## src/common/ls_pkg.sv

```systemverilog
`default_nettype none

package ls_pkg;

    parameter int XLEN   = 64;
    parameter int ADDR_W = 32;
    parameter int STRB_W = XLEN / 8;
    parameter int ID_W   = 2;

    parameter logic [2:0] AXI_SIZE_8B = 3'b011;       // 8 bytes per beat

    parameter logic [1:0] AXI_RESP_OKAY      = 2'b00;
    parameter logic [1:0] AXI_RESP_DECERR    = 2'b11;
    parameter logic [1:0] AXI_BURST_INCR     = 2'b01;
    parameter logic [2:0] AXI_PROT_DATA      = 3'b000; // unprivileged, secure, data
    parameter logic [3:0] AXI_CACHE_NONCACHE = 4'b0010;

    // requester side
    typedef struct packed {
        logic              rd;
        logic              wr;
        logic [ADDR_W-1:0] addr;
        logic [XLEN-1:0]   wdata;
        logic [STRB_W-1:0] wmask;  // lsb aligned
        logic [2:0]        size;
    } ls_req_t;

    typedef struct packed {
        logic            rd_done;
        logic            wr_done;
        logic            err;
        logic [XLEN-1:0] rdata;
    } ls_rsp_t;

    // aw and ar share one layout
    typedef struct packed {
        logic [ADDR_W-1:0] addr;
        logic [ID_W-1:0]   id;
        logic [2:0]        size;
        logic [7:0]        len;
        logic [1:0]        burst;
        logic [2:0]        prot;
        logic [3:0]        cache;
    } axi_ax_t;

    typedef struct packed {
        logic [XLEN-1:0]   data;
        logic [STRB_W-1:0] strb;
        logic              last;
    } axi_w_t;

    typedef struct packed {
        logic [ID_W-1:0] id;
        logic [1:0]      resp;
    } axi_b_t;

    typedef struct packed {
        logic [ID_W-1:0] id;
        logic [XLEN-1:0] data;
        logic [1:0]      resp;
        logic            last;
    } axi_r_t;

endpackage

`default_nettype wire

```

## src/ls_bridge/ls_bridge.sv

```systemverilog
`timescale 1ns/1ps
`default_nettype none

module ls_bridge #(
    parameter int PORT_ID = 0
) (
    input  logic            clock,
    input  logic            reset,

    input  ls_pkg::ls_req_t req_i,
    output ls_pkg::ls_rsp_t rsp_o,

    output logic            aw_valid_o,
    output ls_pkg::axi_ax_t aw_o,
    input  logic            aw_ready_i,

    output logic            w_valid_o,
    output ls_pkg::axi_w_t  w_o,
    input  logic            w_ready_i,

    input  logic            b_valid_i,
    input  ls_pkg::axi_b_t  b_i,
    output logic            b_ready_o,

    output logic            ar_valid_o,
    output ls_pkg::axi_ax_t ar_o,
    input  logic            ar_ready_i,

    input  logic            r_valid_i,
    input  ls_pkg::axi_r_t  r_i,
    output logic            r_ready_o
);

    // same encoding for both machines; in the write machine DONE also waits for b
    localparam logic [1:0] ST_IDLE = 2'd0;
    localparam logic [1:0] ST_ADDR = 2'd1;
    localparam logic [1:0] ST_DATA = 2'd2;
    localparam logic [1:0] ST_DONE = 2'd3;

    logic [1:0]                w_state_q, w_state_d;
    logic [1:0]                r_state_q, r_state_d;
    logic [ls_pkg::ADDR_W-1:0] addr_q;
    logic                      addr_same;
    logic                      wr_ok_q;     // b seen in DONE
    logic                      wr_err_q;
    logic                      rd_err_q;
    logic [ls_pkg::XLEN-1:0]   rdata_q;
    logic [5:0]                shift;
    logic                      wr_done, rd_done;

    assign addr_same = (req_i.addr == addr_q);
    assign shift     = {req_i.addr[2:0], 3'b000};

    always_comb begin
        w_state_d = w_state_q;
        case (w_state_q)
            ST_IDLE: if (req_i.wr) w_state_d = ST_ADDR;
            ST_ADDR: if (aw_ready_i) w_state_d = ST_DATA;
            ST_DATA: if (w_ready_i) w_state_d = ST_DONE;
            ST_DONE: begin
                if (wr_ok_q) begin              // never leave with b outstanding
                    if (!req_i.wr)
                        w_state_d = ST_IDLE;
                    else if (!addr_same)
                        w_state_d = ST_ADDR;    // new store, same request held
                end
            end
            default: w_state_d = ST_IDLE;
        endcase
    end

    always_comb begin
        r_state_d = r_state_q;
        case (r_state_q)
            ST_IDLE: if (req_i.rd) r_state_d = ST_ADDR;
            ST_ADDR: if (ar_ready_i) r_state_d = ST_DATA;
            ST_DATA: if (r_valid_i) r_state_d = ST_DONE;
            ST_DONE: begin
                if (!req_i.rd)
                    r_state_d = ST_IDLE;
                else if (!addr_same)
                    r_state_d = ST_ADDR;
            end
            default: r_state_d = ST_IDLE;
        endcase
    end

    always_ff @(posedge clock or negedge reset) begin
        if (!reset) begin
            w_state_q <= ST_IDLE;
            r_state_q <= ST_IDLE;
            wr_ok_q   <= 1'b0;
        end else begin
            w_state_q <= w_state_d;
            r_state_q <= r_state_d;
            if (w_state_q != ST_DONE)
                wr_ok_q <= 1'b0;
            else if (b_valid_i && b_ready_o)
                wr_ok_q <= 1'b1;
        end
    end

    // address for the same-address check, and response payload
    always_ff @(posedge clock) begin
        if (w_state_q == ST_ADDR || r_state_q == ST_ADDR)
            addr_q <= req_i.addr;
        if (b_valid_i && b_ready_o)
            wr_err_q <= (b_i.resp != ls_pkg::AXI_RESP_OKAY);
        if (r_valid_i && r_ready_o) begin
            rdata_q  <= r_i.data;
            rd_err_q <= (r_i.resp != ls_pkg::AXI_RESP_OKAY);
        end
    end

    assign aw_valid_o = (w_state_q == ST_ADDR);
    assign w_valid_o  = (w_state_q == ST_DATA);
    assign b_ready_o  = (w_state_q == ST_DONE) && !wr_ok_q;
    assign ar_valid_o = (r_state_q == ST_ADDR);
    assign r_ready_o  = (r_state_q == ST_DATA);

    assign aw_o = '{addr:  {req_i.addr[ls_pkg::ADDR_W-1:3], 3'b000},
                    id:    ls_pkg::ID_W'(PORT_ID),
                    size:  req_i.size,
                    len:   8'd0,                    // single beat
                    burst: ls_pkg::AXI_BURST_INCR,
                    prot:  ls_pkg::AXI_PROT_DATA,
                    cache: ls_pkg::AXI_CACHE_NONCACHE};

    assign ar_o = '{addr:  req_i.addr,
                    id:    ls_pkg::ID_W'(PORT_ID),
                    size:  ls_pkg::AXI_SIZE_8B,     // always the full word
                    len:   8'd0,
                    burst: ls_pkg::AXI_BURST_INCR,
                    prot:  ls_pkg::AXI_PROT_DATA,
                    cache: ls_pkg::AXI_CACHE_NONCACHE};

    // data and mask into lane position
    assign w_o = '{data: req_i.wdata << shift,
                   strb: req_i.wmask << req_i.addr[2:0],
                   last: w_valid_o};

    assign wr_done = (w_state_q == ST_DONE) && wr_ok_q && addr_same;
    assign rd_done = (r_state_q == ST_DONE) && addr_same;

    assign rsp_o = '{rd_done: rd_done,
                     wr_done: wr_done,
                     err:     (wr_done && wr_err_q) || (rd_done && rd_err_q),
                     rdata:   rd_done ? rdata_q : '0};

endmodule

`default_nettype wire

```

## config.mk

```make
export PLATFORM = sky130hd
export DESIGN_NAME = ls_bridge
export DESIGN_NICKNAME = d
export VERILOG_FILES = /design/src/common/ls_pkg.sv /design/src/ls_bridge/ls_bridge.sv
export SDC_FILE = /design/constraint.sdc
export NUM_CORES = 1
export LEC_CHECK = 0
export ABC_CLOCK_PERIOD_IN_PS = 6100
export CORE_AREA = 5 5 171 173
export CTS_CLUSTER_DIAMETER = 80
export DETAILED_ROUTE_END_ITERATION = 10
export DIE_AREA = 0 0 176 178
export DONT_BUFFER_PORTS = 1
export PLACE_DENSITY = 0.4
export SLEW_MARGIN = 5
export SYNTH_ARGS = -nofsm -noshare
export SYNTH_HDL_FRONTEND = slang
export SYNTH_SLANG_ARGS = --single-unit
```

## constraint.sdc

```tcl
create_clock -name clock -period 6.1 [get_ports clock]
set_clock_uncertainty 0.2 [all_clocks]
set_input_delay 1.22 -clock clock [delete_from_list [all_inputs] [get_ports clock]]
set_output_delay 1.22 -clock clock [all_outputs]
set_load 0.005 [all_outputs]
```

# Word-level counts from Yosys, hierarchy flattened
# Index checks and enable logic that the tools add are counted.
# W data, S select, Z words.
[classes] eq_ne=17 n_reduce_logical=18 mux=15 shifts=2
[op_table] cell="$mux W64" count=1
[op_table] cell="$shl A64 B6 Y64" count=1
[op_table] cell="$eq A32 B32 Y1" count=1
[op_table] cell="$mux W2" count=10
[op_table] cell="$pmux W2 S4" count=2
[op_table] cell="$ne A2 B2 Y1 const B" count=5
[op_table] cell="$eq A2 B2 Y1 const B" count=4
[op_table] cell="$logic_and A1 B1 Y1" count=8
[op_table] cell="$shl A8 B3 Y8" count=1
[op_table] cell="$ne A2 B1 Y1 const B" count=3
[op_table] cell="$ne A3 B3 Y1 const B" count=2
[op_table] cell="$reduce_bool A2 Y1" count=3
[op_table] cell="$reduce_and A5 Y1" count=1
[op_table] cell="$eq A2 B1 Y1 const B" count=2
[op_table] cell="$logic_not A2 Y1" count=2
[op_table] cell="$reduce_and A4 Y1" count=1
[op_table] cell="$logic_or A1 B1 Y1" count=2
[op_table] cell="$mux W1" count=2
[op_table] cell="$logic_not A1 Y1" count=1
[totals] register_bits=103 word_cells=59 output_inout_bits=253

# Depth between registers and ports, before layout
[depth] word_depth=5 mapped_depth=8 mapped_depth_nobuf=7

# Worst setup path after synthesis
# Ideal clock, no wire load.
[synth_path] kind="input to output" from="in req_i[76] in the netlist's numbering" to="out rsp_o[10] in the netlist's numbering" arrival_time_ns=2.533 required_ns=4.680 setup_slack_ns=2.147 path_buffers=3 stages=8 cell_sequence="buf_2 xor2_1 nor4_1 nand4_1 nor3_2 buf_4 clkbuf_2 and2_1"
[synth_lines] item="from (decl)" line="ls_bridge.sv:10" text="input ls_pkg::ls_req_t req_i,"
[synth_lines] item="to (decl)" line="ls_bridge.sv:11" text="output ls_pkg::ls_rsp_t rsp_o,"

==> results.txt <==
The flow ran to the end, and the final reports show no timing, DRC or antenna violations. Cell internal power was estimated by the tool at 1.53 mW. The library cell used most frequently in the layout, excluding fill and tap cells, is sky130_fd_sc_hd__edfxtp_1. Synthesis produced 685 cells.

Net switching is 30.3% of the power. The number of global-route vias before repair is 4332. Summing the sequential cell areas from Yosys gives 44.2% of the chip area. The layout net count is 790.

Averaged over all synthesized cells, the footprint is 10.1 sq um. For the pin with the worst max-slew slack, the measured transition is 0.933 ns. The top achievable clock speed came out at 0.219 GHz.

The count of endpoints failing hold in the final timing report is 0. The area inside the core boundary came out at 27500 sq um. For this design the total switching power over the nets is 666 uW.

The initial utilization of the core area, before any placement, comes to 25.2%. The CTS tree is done. The setup fix buffers added after clock tree synthesis came out at 0. The post-route antenna net violation count came out at 0. After Yosys synthesis, full adders, half adders and majority gates account for 1.80% of the synthesized area.

The part of the power in registers came out at 49.8%. After detailed routing, the total wire length is 18700 um. The worst setup path is of the in -> out kind. Once placement finished, the instance area stood at 6550 sq um. Dividing total power by cell area gives a power density of 320 nW/um^2. The relative slew slack is 37.8%. The worst-case hold slack came out at 0.356 ns.

For this block, the initial DRC count from the detailed router was 147. In this run, post-CTS hold repair placed 0 buffers. The sort of element at the start of the critical path is a primary input. The max-slew violation total from the final report is 0. Cells fill 25.0% of the core in the end. The area enclosed by the die boundary is 31300 sq um.

By area, the combinational part of the netlist is dominated by buffers and inverters. The post-route standard cell area excluding fillers came out at 6860 sq um. The count of max-cap constraint violations came out at 0. After detailed routing, the number of remaining DRC violations is 0.

The clock transition at the registers of the reported paths came out at 0.08 ns. Global routing consumed, over all layers together, 10.7% of the routing resources. The final-layout setup total negative slack came out at 0 ns. The sum of internal, switching and leakage power is 2.20 mW.

The unique cell type count in the Yosys netlist is 35. The clock group share of total power is 27.5%. The H-tree was split into 3 levels. The required time at the endpoint of the critical path is 4.68 ns. The wire length per cell after detailed routing came out at 19.9 um. Setup repair after global routing left no endpoint under its margin. In the layout the commonest cells are sky130_fd_sc_hd__edfxtp_1, sky130_fd_sc_hd__and2_1, sky130_fd_sc_hd__nor2_1. The wire-length estimate of the detail-placed layout is 14300 um. The row count came out at 61.

The number of sinks on the clock net came out at 103. The largest fanout on the critical path is 65. The die span in x is 176 um. The vertical extent of the die is 178 um. The first global-routing pass estimated 26100 um of wire. The overall via count from detail_route is 4357. The share of total power dissipated in combinational logic is 22.7%. The aggregate global routing overflow came out at 0. The routability congestion estimate from global placement came out at 0.823.

The synthesized netlist devotes 15.3% of its cell area to simple gates. The vias per cell came out at 4.63. For this design the static power due to leakage is 2.59 nW. The post-route fraction of the period consumed by the critical path came out at 74.9%. The footprint of the flip-flops and latches came out at 3070 sq um.

In this run the tool buffered the top-level ports with 0 buffer cells. The worst setup path is captured at an output pin. The share of the synthesized area in compound gates (AO/OA/AOI/OAI) came out at 7.38%. In this run the cell area of the synthesized design comes to 6940 sq um. The count of endpoints failing setup in the final report came out at 0. The number of fill cells is 2906. The share of final-layout standard cells stronger than drive strength 1 is 8.72%. The smallest clock period supported by the final layout is computed as 4.57 ns. After Yosys synthesis, XOR and XNOR cells account for 4.04% of the synthesized area. The initial antenna violation count came to 0. The number of antenna cells inserted came out at 0.

The source-to-sink clock delay at the later pin of the worst-skew pair is 0.35 ns. The number of clock buffers added by TritonCTS is 9. The worst path arrival time is 3.15 ns.

The share of synthesized area spent on multiplexers is 11.8%. The path depth of the worst reg2reg path is 7. The total number of yosys warnings is 0. The type of the worst min-delay path is in -> async.

The maximum count of clock buffers along a single path came out at 2. The area growth from synthesis to layout is -1.15%. IR analysis of the VDD net gives a maximum drop of 0.173 mV. The total iterations of the first detailed-routing run came out at 4.

During I/O placement, the number of pins put on the boundary was 442. The tree is rooted in a sky130_fd_sc_hd__clkbuf_16. The maximum number of pins on one net before global-route repair is 99.

In the final layout, the multi-input gates occupy 2970 sq um. The register bit count reported by yosys came out at 103. Once the clock tree was built, the resizer swapped 0 gates to a different size.
-- layer usage --
metal | vias up | GRT usage, % | share of wire (%)
met1 | 2056 | 11.5 | 37
met5 | - | 0 | 0
met3 | 20 | 4.62 | 11
li1 | 2001 | - | -
met4 | 0 | 3.28 | 1.6
met2 | 280 | 19.2 | 51
-- power by group through the flow --
stage | registers [mW] | logic, mW | clock network [mW]
6_report | 1.09 | 0.498 | 0.605
5_1_grt | 1.11 | 0.570 | 0.665
4_1_cts | 1.10 | 0.509 | 0.638
3_5_place_dp | 1.11 | 0.508 | 0
3_3_place_gp | 1.11 | 0.490 | 0
2_1_floorplan | 1.09 | 0.476 | 0
-- Yosys cell counts --
library cell / count / area [sq um]
sky130_fd_sc_hd__or4_1: 2 / 15.0
sky130_fd_sc_hd__nand4_1: 2 / 12.5
sky130_fd_sc_hd__a32oi_1: 1 / 8.76
sky130_fd_sc_hd__or2_2: 4 / 25.0
sky130_fd_sc_hd__a211oi_1: 3 / 22.5
sky130_fd_sc_hd__a222oi_1: 1 / 10.0
sky130_fd_sc_hd__nor2b_1: 21 / 131
sky130_fd_sc_hd__nand2b_1: 2 / 12.5
sky130_fd_sc_hd__nand2_1: 28 / 105
sky130_fd_sc_hd__buf_4: 112 / 841
sky130_fd_sc_hd__mux2_2: 29 / 327
sky130_fd_sc_hd__clkbuf_2: 6 / 30.0
sky130_fd_sc_hd__and3_1: 1 / 6.26
sky130_fd_sc_hd__conb_1: 2 / 7.51
sky130_fd_sc_hd__mux2i_1: 49 / 490
sky130_fd_sc_hd__o21a_1: 3 / 22.5
sky130_fd_sc_hd__clkbuf_1: 18 / 67.6
sky130_fd_sc_hd__ha_1: 10 / 125
sky130_fd_sc_hd__buf_2: 9 / 45.0
sky130_fd_sc_hd__nor3_2: 1 / 10.0
sky130_fd_sc_hd__o22ai_1: 20 / 125
sky130_fd_sc_hd__dfrtp_1: 5 / 125
sky130_fd_sc_hd__and2_1: 75 / 469
sky130_fd_sc_hd__edfxtp_1: 98 / 2940
sky130_fd_sc_hd__xor2_1: 32 / 280
sky130_fd_sc_hd__o211ai_1: 2 / 15.0
sky130_fd_sc_hd__buf_1: 4 / 15.0
sky130_fd_sc_hd__a31oi_1: 2 / 12.5
sky130_fd_sc_hd__nor4_1: 9 / 56.3
sky130_fd_sc_hd__nor3_1: 1 / 5.00
sky130_fd_sc_hd__nor2_1: 54 / 203
sky130_fd_sc_hd__nand3_1: 2 / 10.0
sky130_fd_sc_hd__a21oi_1: 35 / 175
sky130_fd_sc_hd__inv_1: 18 / 67.6
sky130_fd_sc_hd__o21ai_0: 24 / 120
-- worst max-delay path: stages --
cell and delay (ns):
sky130_fd_sc_hd__xor2_1 0.12, sky130_fd_sc_hd__nor4_1 0.37, sky130_fd_sc_hd__nand4_1 0.41, sky130_fd_sc_hd__nor3_4 0.26, sky130_fd_sc_hd__buf_4 0.44, sky130_fd_sc_hd__and2_1 0.28
-- path summary, 6_finish.rpt --
| check | startpoint | endpoint | slack, ns |
|---|---|---|---|
| setup / recovery | req_i[91] | rsp_o[34] | 1.53 |
| hold / removal | reset | wr_ok_q$_DFFE_PN0P_ | 0.36 |
| setup reg to reg | w_state_q[0]$_DFFE_PN0P_ | w_state_q[0]$_DFFE_PN0P_ | 3.64 |
| hold reg to reg | wr_ok_q$_DFFE_PN0P_ | wr_ok_q$_DFFE_PN0P_ | 0.37 |
| max in group asynchronous | reset | w_state_q[0]$_DFFE_PN0P_ | 5.27 |
| min in group clock | wr_ok_q$_DFFE_PN0P_ | wr_ok_q$_DFFE_PN0P_ | 0.37 |
-- sequential cells by signal, indices dropped and copies added (netlist names) --
name,count
wr_ok_q,1
wr_err_q,1
r_state_q,2
addr_q,32
w_state_q,2
rd_err_q,1
rdata_q,64
-- metrics by stage --
step | setup WS, ns | instances
floorplan | 2.15 | 727
global placement | 1.54 | 926
detailed placement | 1.45 | 926
CTS | 1.45 | 942
global route | 1.27 | 942
finish | 1.53 | 942
-- cell type report --
cell class                 instances  share of cell area (%)
inverter                          18                   0.985
clock inverter                     6                    1.11
multi-input combinational        457                    43.3
timing repair buffer               2                   0.219
sequential                       103                    44.7
tap                              346                    6.31
clock buffer                      10                    3.34
-- kinds of logic (layout without fill, tap and decap cells) --
| family | after synthesis | count (layout) |
|---|---|---|
| adders and majority gates | 10 | 10 |
| xor gates and xnor gates | 32 | 32 |
| AOI/OAI and AO/OA | 91 | 91 |
| DFF | 103 | 103 |
| buffers and inverters | 167 | 36 |
| other | 2 | 44 |
| muxes | 78 | 78 |
| and+or+nand+nor | 202 | 202 |
No activity file was read; power rests on OpenSTA's default activity.
